<file path="src/rtl/pd_i2c_params.svh">
`ifndef PD_I2C_PARAMS_SVH
`define PD_I2C_PARAMS_SVH

// ----------------------------------------
// Route register
// ----------------------------------------
`define PD_I2C_CFG_W 6 // {dpdm_swap, cc_swap, mcu_route, slv_route}
`define PD_I2C_CFG_RST 6'h0F // Both agents OFF and no swap

// ----------------------------------------
// Pad side
// ----------------------------------------
`define PD_I2C_NUM_PAIRS 3 // GPIO, CC1/CC2, DP/DM
`define PD_I2C_SYNC_STAGES 2 // Flops on each pad input

`endif

</file>
<file path="src/rtl/pd_i2c_pkg.sv">
package pd_i2c_pkg;

	// Route code of one I2C agent
	typedef enum logic [1:0] {
		ROUTE_GPIO = 2'd0,
		ROUTE_CC   = 2'd1, // Swappable
		ROUTE_DPDM = 2'd2, // Swappable
		ROUTE_OFF  = 2'd3
	} route_e;

	// Route register layout, MSB first
	typedef struct packed {
		logic   dpdm_swap; // DM carries SDA
		logic   cc_swap; // CC2 carries SDA
		route_e mcu_route;
		route_e slv_route;
	} route_cfg_t;

	// Two open-drain lines where 1 is released
	typedef struct packed {
		logic first; // SDA, GPIO SDA, CC1 or DP
		logic second; // SCL, GPIO SCL, CC2 or DM
	} pad_pair_t;

	localparam int PAIR_GPIO = 0;
	localparam int PAIR_CC   = 1;
	localparam int PAIR_DPDM = 2;

endpackage

</file>
<file path="src/rtl/route_sel_if.sv">
`timescale 1ns/1ps
`include "pd_i2c_params.svh"

interface route_sel_if;

	logic [`PD_I2C_NUM_PAIRS-1:0] slv_sel; // One-hot or zero by pair index
	logic [`PD_I2C_NUM_PAIRS-1:0] mcu_sel; // One-hot or zero by pair index
	logic                         cc_swap;
	logic                         dpdm_swap;

	// Written by the route register
	modport cfg (
		output slv_sel,
		output mcu_sel,
		output cc_swap,
		output dpdm_swap
	);

	// Read by pad pairs and the input merge
	modport user (
		input slv_sel,
		input mcu_sel,
		input cc_swap,
		input dpdm_swap
	);

endinterface

</file>
<file path="src/rtl/i2c_route_cfg.sv">
`timescale 1ns/1ps
`include "pd_i2c_params.svh"

module i2c_route_cfg (
	input  logic                   i_clk,
	input  logic                   i_arst_n,
	input  logic                   i_cfg_we, // One-cycle write strobe
	input  pd_i2c_pkg::route_cfg_t i_cfg_wdat,
	input  logic                   i_strtch_en,
	input  logic                   i_stretch_req,
	route_sel_if.cfg               sel,
	output logic                   o_slv_scl_low,
	output logic                   o_cci2c_en,
	output pd_i2c_pkg::route_cfg_t o_cfg
);

	pd_i2c_pkg::route_cfg_t       cfg_q;
	logic [`PD_I2C_NUM_PAIRS-1:0] slv_dec;
	logic [`PD_I2C_NUM_PAIRS-1:0] mcu_dec;

	// Route code to a pair select that is zero for OFF
	function automatic logic [`PD_I2C_NUM_PAIRS-1:0] route_dec(input pd_i2c_pkg::route_e r);
		logic [`PD_I2C_NUM_PAIRS-1:0] dec;
		dec = '0;
		case (r)
			pd_i2c_pkg::ROUTE_GPIO: dec[pd_i2c_pkg::PAIR_GPIO] = 1'b1;
			pd_i2c_pkg::ROUTE_CC:   dec[pd_i2c_pkg::PAIR_CC] = 1'b1;
			pd_i2c_pkg::ROUTE_DPDM: dec[pd_i2c_pkg::PAIR_DPDM] = 1'b1;
			default:                dec = '0;
		endcase
		return dec;
	endfunction

	// ----------------------------------------
	// Route register
	// ----------------------------------------
	always_ff @(posedge i_clk or negedge i_arst_n) begin
		if (!i_arst_n) begin
			cfg_q <= pd_i2c_pkg::route_cfg_t'(`PD_I2C_CFG_RST);
		end else if (i_cfg_we) begin
			cfg_q <= i_cfg_wdat;
		end
	end

	assign o_cfg = cfg_q;

	// ----------------------------------------
	// Select decode
	// ----------------------------------------
	assign slv_dec = route_dec(cfg_q.slv_route);
	assign mcu_dec = route_dec(cfg_q.mcu_route);

	assign sel.slv_sel   = slv_dec;
	assign sel.mcu_sel   = mcu_dec;
	assign sel.cc_swap   = cfg_q.cc_swap;
	assign sel.dpdm_swap = cfg_q.dpdm_swap;

	assign o_slv_scl_low = i_strtch_en & i_stretch_req; // Slave holds SCL low
	assign o_cci2c_en    = slv_dec[pd_i2c_pkg::PAIR_CC] |
		mcu_dec[pd_i2c_pkg::PAIR_CC]; // CC pins in I2C mode

endmodule

</file>
<file path="src/rtl/i2c_pad_pair.sv">
`timescale 1ns/1ps

module i2c_pad_pair #(
	parameter int PAIR_IDX = 0 // 0 GPIO, 1 CC, 2 DP/DM
) (
	route_sel_if.user              sel,
	input  pd_i2c_pkg::pad_pair_t  i_slv, // Only SDA as SCL comes from the hold
	input  logic                   i_slv_scl_low,
	input  pd_i2c_pkg::pad_pair_t  i_mcu,
	output pd_i2c_pkg::pad_pair_t  o_pad
);

	logic slv_on; // Slave routed here
	logic mcu_on; // Master routed here
	logic sda_low;
	logic scl_low;
	logic swap;

	assign slv_on = sel.slv_sel[PAIR_IDX];
	assign mcu_on = sel.mcu_sel[PAIR_IDX];

	// ----------------------------------------
	// Wired-AND of both agents
	// ----------------------------------------
	always_comb begin
		sda_low = (slv_on & ~i_slv.first) | (mcu_on & ~i_mcu.first);
		scl_low = (slv_on & i_slv_scl_low) | (mcu_on & ~i_mcu.second);
	end

	// ----------------------------------------
	// Swap bit of this pair
	// ----------------------------------------
	generate
		if (PAIR_IDX == pd_i2c_pkg::PAIR_CC) begin : g_swap_cc
			assign swap = sel.cc_swap;
		end else if (PAIR_IDX == pd_i2c_pkg::PAIR_DPDM) begin : g_swap_dpdm
			assign swap = sel.dpdm_swap;
		end else begin : g_swap_none
			assign swap = 1'b0; // GPIO pair is fixed
		end
	endgenerate

	// Open-drain levels toward the pads
	always_comb begin
		if (swap) begin
			o_pad.first  = ~scl_low; // CC1 or DP carries SCL
			o_pad.second = ~sda_low;
		end else begin
			o_pad.first  = ~sda_low;
			o_pad.second = ~scl_low;
		end
	end

endmodule

</file>
<file path="src/rtl/i2c_in_merge.sv">
`timescale 1ns/1ps
`include "pd_i2c_params.svh"

module i2c_in_merge (
	input  logic                  i_clk,
	input  logic                  i_arst_n,
	input  pd_i2c_pkg::pad_pair_t i_gpio_pad,
	input  pd_i2c_pkg::pad_pair_t i_cc_pad,
	input  pd_i2c_pkg::pad_pair_t i_dpdm_pad,
	route_sel_if.user             sel,
	output pd_i2c_pkg::pad_pair_t o_slv_in,
	output pd_i2c_pkg::pad_pair_t o_mcu_in
);

	localparam int NS = `PD_I2C_SYNC_STAGES;
	localparam int NP = `PD_I2C_NUM_PAIRS;

	pd_i2c_pkg::pad_pair_t [NP-1:0] pad_raw; // Indexed by pair
	pd_i2c_pkg::pad_pair_t [NP-1:0] sync_q [NS];
	pd_i2c_pkg::pad_pair_t [NP-1:0] pair_in; // SDA in first after unswap
	logic                           slv_sda_low;
	logic                           slv_scl_low;
	logic                           mcu_sda_low;
	logic                           mcu_scl_low;

	assign pad_raw[pd_i2c_pkg::PAIR_GPIO] = i_gpio_pad;
	assign pad_raw[pd_i2c_pkg::PAIR_CC]   = i_cc_pad;
	assign pad_raw[pd_i2c_pkg::PAIR_DPDM] = i_dpdm_pad;

	// ----------------------------------------
	// Pad synchronizers
	// ----------------------------------------
	always_ff @(posedge i_clk or negedge i_arst_n) begin
		if (!i_arst_n) begin
			for (int i = 0; i < NS; i++) begin
				sync_q[i] <= '1; // Lines released
			end
		end else begin
			sync_q[0] <= pad_raw;
			for (int i = 1; i < NS; i++) begin
				sync_q[i] <= sync_q[i-1];
			end
		end
	end

	// Undo the swap on CC and DP/DM
	always_comb begin
		pair_in = sync_q[NS-1];
		if (sel.cc_swap) begin
			pair_in[pd_i2c_pkg::PAIR_CC].first  = sync_q[NS-1][pd_i2c_pkg::PAIR_CC].second;
			pair_in[pd_i2c_pkg::PAIR_CC].second = sync_q[NS-1][pd_i2c_pkg::PAIR_CC].first;
		end
		if (sel.dpdm_swap) begin
			pair_in[pd_i2c_pkg::PAIR_DPDM].first  = sync_q[NS-1][pd_i2c_pkg::PAIR_DPDM].second;
			pair_in[pd_i2c_pkg::PAIR_DPDM].second = sync_q[NS-1][pd_i2c_pkg::PAIR_DPDM].first;
		end
	end

	// ----------------------------------------
	// Per-agent wired-AND
	// ----------------------------------------
	always_comb begin
		slv_sda_low = 1'b0;
		slv_scl_low = 1'b0;
		mcu_sda_low = 1'b0;
		mcu_scl_low = 1'b0;
		for (int k = 0; k < NP; k++) begin
			slv_sda_low |= sel.slv_sel[k] & ~pair_in[k].first;
			slv_scl_low |= sel.slv_sel[k] & ~pair_in[k].second;
			mcu_sda_low |= sel.mcu_sel[k] & ~pair_in[k].first;
			mcu_scl_low |= sel.mcu_sel[k] & ~pair_in[k].second;
		end
	end

	assign o_slv_in.first  = ~slv_sda_low; // Released when unrouted
	assign o_slv_in.second = ~slv_scl_low;
	assign o_mcu_in.first  = ~mcu_sda_low;
	assign o_mcu_in.second = ~mcu_scl_low;

endmodule

</file>
<file path="src/rtl/pd_i2c_router.sv">
`timescale 1ns/1ps
`include "pd_i2c_params.svh"

module pd_i2c_router (
	input  logic                     i_clk,
	input  logic                     i_arst_n,
	input  logic                     i_cfg_we,
	input  logic [`PD_I2C_CFG_W-1:0] i_cfg_wdat,
	input  logic                     i_strtch_en, // Stretch allowed
	input  logic                     i_stretch_req, // Slave engine wants SCL held
	input  logic                     i_slv_sda_o,
	input  logic                     i_mcu_sda_o,
	input  logic                     i_mcu_scl_o,
	input  logic                     i_gpio_sda,
	input  logic                     i_gpio_scl,
	input  logic                     i_cc1,
	input  logic                     i_cc2,
	input  logic                     i_dp,
	input  logic                     i_dm,
	output logic                     o_gpio_sda,
	output logic                     o_gpio_scl,
	output logic                     o_cc1,
	output logic                     o_cc2,
	output logic                     o_dp,
	output logic                     o_dm,
	output logic                     o_slv_sda_i,
	output logic                     o_slv_scl_i,
	output logic                     o_mcu_sda_i,
	output logic                     o_mcu_scl_i,
	output logic                     o_cci2c_en,
	output logic [`PD_I2C_CFG_W-1:0] o_cfg
);

	pd_i2c_pkg::route_cfg_t cfg_wdat;
	pd_i2c_pkg::route_cfg_t cfg_q;
	pd_i2c_pkg::pad_pair_t  slv_drv; // SCL field unused
	pd_i2c_pkg::pad_pair_t  mcu_drv;
	pd_i2c_pkg::pad_pair_t  gpio_do, cc_do, dpdm_do;
	pd_i2c_pkg::pad_pair_t  gpio_di, cc_di, dpdm_di;
	pd_i2c_pkg::pad_pair_t  slv_in, mcu_in;
	logic                   slv_scl_low;

	route_sel_if u_sel ();

	assign cfg_wdat = pd_i2c_pkg::route_cfg_t'(i_cfg_wdat);
	assign o_cfg    = cfg_q;

	assign slv_drv = '{first: i_slv_sda_o, second: 1'b1};
	assign mcu_drv = '{first: i_mcu_sda_o, second: i_mcu_scl_o};
	assign gpio_di = '{first: i_gpio_sda, second: i_gpio_scl};
	assign cc_di   = '{first: i_cc1, second: i_cc2};
	assign dpdm_di = '{first: i_dp, second: i_dm};

	i2c_route_cfg u_route_cfg (
		.i_clk         (i_clk),
		.i_arst_n      (i_arst_n),
		.i_cfg_we      (i_cfg_we),
		.i_cfg_wdat    (cfg_wdat),
		.i_strtch_en   (i_strtch_en),
		.i_stretch_req (i_stretch_req),
		.sel           (u_sel.cfg),
		.o_slv_scl_low (slv_scl_low),
		.o_cci2c_en    (o_cci2c_en),
		.o_cfg         (cfg_q)
	);

	// ----------------------------------------
	// Toward the pads
	// ----------------------------------------
	i2c_pad_pair #(.PAIR_IDX(pd_i2c_pkg::PAIR_GPIO)) u_pair_gpio (
		.sel (u_sel.user), .i_slv (slv_drv), .i_slv_scl_low (slv_scl_low),
		.i_mcu (mcu_drv), .o_pad (gpio_do)
	);
	i2c_pad_pair #(.PAIR_IDX(pd_i2c_pkg::PAIR_CC)) u_pair_cc (
		.sel (u_sel.user), .i_slv (slv_drv), .i_slv_scl_low (slv_scl_low),
		.i_mcu (mcu_drv), .o_pad (cc_do)
	);
	i2c_pad_pair #(.PAIR_IDX(pd_i2c_pkg::PAIR_DPDM)) u_pair_dpdm (
		.sel (u_sel.user), .i_slv (slv_drv), .i_slv_scl_low (slv_scl_low),
		.i_mcu (mcu_drv), .o_pad (dpdm_do)
	);

	assign {o_gpio_sda, o_gpio_scl} = gpio_do;
	assign {o_cc1, o_cc2}           = cc_do;
	assign {o_dp, o_dm}             = dpdm_do;

	// ----------------------------------------
	// Back from the pads
	// ----------------------------------------
	i2c_in_merge u_in_merge (
		.i_clk      (i_clk),
		.i_arst_n   (i_arst_n),
		.i_gpio_pad (gpio_di),
		.i_cc_pad   (cc_di),
		.i_dpdm_pad (dpdm_di),
		.sel        (u_sel.user),
		.o_slv_in   (slv_in),
		.o_mcu_in   (mcu_in)
	);

	assign {o_slv_sda_i, o_slv_scl_i} = slv_in;
	assign {o_mcu_sda_i, o_mcu_scl_i} = mcu_in;

endmodule

</file>
<file path="config.mk">
export PLATFORM = sky130hd
export DESIGN_NAME = pd_i2c_router
export DESIGN_NICKNAME = d
export VERILOG_FILES = /design/src/rtl/pd_i2c_pkg.sv /design/src/rtl/route_sel_if.sv /design/src/rtl/i2c_route_cfg.sv /design/src/rtl/i2c_pad_pair.sv /design/src/rtl/i2c_in_merge.sv /design/src/rtl/pd_i2c_router.sv
export VERILOG_INCLUDE_DIRS = /design/src /design/src/rtl
export SDC_FILE = /design/constraint.sdc
export NUM_CORES = 1
export LEC_CHECK = 0
export BUFFER_PORTS_ARGS = -buffer_cell sky130_fd_sc_hd__buf_2
export CORE_MARGIN = 2
export CORE_UTILIZATION = 35
export CTS_CLUSTER_DIAMETER = 30
export DETAILED_ROUTE_END_ITERATION = 7
export MAX_ROUTING_LAYER = met4
export PLACE_DENSITY_LB_ADDON = 0.1
export SLEW_MARGIN = 0
export SYNTH_ARGS = -nofsm -noshare
export SYNTH_HDL_FRONTEND = slang
export SYNTH_SLANG_ARGS = --single-unit
</file>
<file path="constraint.sdc">
create_clock -name i_clk -period 2.32 [get_ports i_clk]
set_input_delay 0.116 -clock i_clk [delete_from_list [all_inputs] [get_ports i_clk]]
set_output_delay 0.116 -clock i_clk [all_outputs]
set_load 0.03 [all_outputs]
</file>
==> results.toml <==
[cts]
cts_resized = 0
cts_num_sinks = 18
clock_latency_ns = 0.28
cts_root_buf = "clkbuf_4"
cts_max_level = 1
cts.clk_slew.worst_paths_ns = 0.10
cts_tree = "yes"
cts_buffers = 3
clk_path_buf_depth = 2

[sta]
rsz0062_at_grt = "no"
setup_tns_ns = 0
finalCritPeriodShare = 0.717
max_freq_mhz = 601
setup_viol = 0
worstMarginPinSlew_ns = 0.385
fin_ws_ns = 0.657
clock_skew_ns = 0.000332
finalHoldViolCount = 0
layout_min_cycle_time_ns = 1.66
maxSlewHeadroom = 0.743
drv_slew = 0

[synth]
synth.area.top_cells = "dfstp_2, mux2_2, dfrtp_1"
netlist_area_sq_um = 800
synth_seq_cells = 18
netlist_instances = 63
yosysTopAreaCellShare = 0.526
synthAdderAreaFrac = 0
synth.avg_cell_area_sq_um = 12.7
synth_xor_area_frac = 0
yosysUniqueCellTypes = 13
synthSimpleGateAreaFrac = 0.125
yosys.area.top_type = "dfstp_2"
synth_top_family_by_area = "multiplexers"
synth-compound-area-share = 0.0704
synthMuxAreaShare = 0.191
synth-seq-area-share = 0.588
syn_nets = 83
ys_warn_count = 0

[global_routing]
busiest_layer = "met2"
track_usage = 0.134
overflow = 0
met3_usage = 0.0172
grtUsageMet2 = 0.224
grt_pass1_wl_mm = 2.54
antenna_found_initial = 0
grt_pass1_vias = 600
grt_use_met1 = 0.166
grt_start_max_net_pins = 19

[route]
drt_wl_total_mm = 1.65
drt_drc_violations_left = 0
drtAntennaViolNets = 0
drt_iter0_markers = 4
avgViaCountPerCell = 4.73
drtPass1Iterations = 3
num_vias = 639
wire_per_inst_um = 12.2

[setup_path]
worstPathRequired_ns = 2.20
rr_worst_depth = 1
cp-end-kind = "output port"
worstSetupPathType = "reg -> out"
setup.worst_path.start_class = "flip-flop"
worstPathArrival_ns = 1.55
path_max_fanout = 8

[floorplan]
die_x_um = 51.8
die_y_um = 51.8
start_util = 0.365
ioPinCount = 37
die_area_sq_mm = 0.00268
coreArea_sq_mm = 0.00219
row_count = 17

[pwr]
power_leakage_uw = 0.000481
powerDensity_mw_per_mm2 = 712
power_uw = 783
ir_drop_uv = 392

[placed_design]
pre_cts_slack_ns = 0.951
hpwl_mm = 1.27
portBuffers = 36
gp_congestion = 0.822
dp.cells = 124

[layout]
syn_to_final_growth_pct = 37.7
final_cells = 135
layout_commonest_cell = "buf_2"
drive_gt1_frac = 0.617
nNetsFinal = 128
n_antenna_cell = 0
final_cell_mix = "buf_2, dfstp_2, o22ai_1"

[worst_hold_path]
whs_path_depth = 2
hold_class = "in -> reg"

[run]
cap_viol_max_count = 0

[status]
status = "finished, final reports clean"
-- where the power goes --
part           leakage (uW)  switching [uW]  internal [uW]
combinational      0.000268             137           85.4
clock             0.0000210            90.7           95.4
sequential         0.000192            25.7            349
total              0.000481             253            530
-- worst paths after layout --
| kind | start | to | slack [ns] |
|---|---|---|---|
| setup / recovery | u_route_cfg.o_cfg[3]$_DFFE_PN1P_ | o_cc1 | 0.66 |
| hold / removal | i_cfg_wdat[0] | u_route_cfg.o_cfg[0]$_DFFE_PN1P_ | 0.05 |
| setup reg to reg | u_route_cfg.sel.dpdm_swap$_DFFE_PN0P_ | u_route_cfg.sel.dpdm_swap$_DFFE_PN0P_ | 1.47 |
| hold reg to reg | u_in_merge.sync_q[6]$_DFF_PN1_ | u_in_merge.pair_in[0]$_DFF_PN1_ | 0.36 |
| max in group asynchronous | i_arst_n | u_route_cfg.o_cfg[1]$_DFFE_PN1P_ | 1.74 |
| min in group asynchronous | i_arst_n | u_route_cfg.sel.cc_swap$_DFFE_PN0P_ | 0.27 |
-- worst max-delay path: stages, from the launching register on --
cell,delay [ns]
dfstp_2,0.61
nand2b_2,0.18
o22ai_1,0.10
mux2i_1,0.16
buf_2,0.22
-- layout make-up --
| class | count | area (sq um) |
|---|---|---|
| flip-flops and latches | 18 | 470 |
| well taps | 28 | 35.0 |
| repair buffers | 43 | 250 |
| multi-input cells | 42 | 309 |
| clock buffers | 4 | 36.3 |
| fillers | 218 | 1090 |
-- cell families (layout without fill, tap and decap cells) --
group,Yosys count,after routing
DFF,18,18
buffers and inverters,3,47
muxes,14,14
and+or+nand+nor,19,19
AOI/OAI and AO/OA,9,9
-- synthesized netlist by cell type --
cell and count:
mux2i_1 4, nor2_1 6, nand2b_2 4, nor3_1 7, o22ai_1 8, mux2_2 6, a31oi_1 1, mux2_1 4
buf_2 1, buf_4 2, dfrtp_1 2, dfstp_2 16, nand2_1 2
-- metrics by stage --
| stage | cell area, sq um | hold slack, ns | utilization |
|---|---|---|---|
| detailed placement | 995 | 0.0657 | 0.454 |
| CTS | 1100 | 0.0406 | 0.503 |
| finish | 1100 | 0.0502 | 0.503 |
| floorplan | 800 | -0.180 | - |
| global route | 1100 | 0.0381 | 0.503 |
| global placement | 995 | 0.0556 | 0.454 |
-- timing repair --
action                    4_1_cts  5_1_grt
hold endpoints to repair        8        0
hold buffers                    7        0
buffers inserted                0        0
-- sequential cells by signal (all words and copies together), names as in the netlist --
signal	count
u_route_cfg.sel.dpdm_swap	1
u_route_cfg.sel.cc_swap	1
u_in_merge.sync_q	10
u_in_merge.pair_in	2
u_route_cfg.o_cfg	4
-- routing by layer --
metal  up-vias  routed length, um
li1        317                  -
met1       295                739
met2        25                785
met3         2                113
met4         0                 10
met5         -                  0
Note: power is estimated with default switching activity, not from simulation.
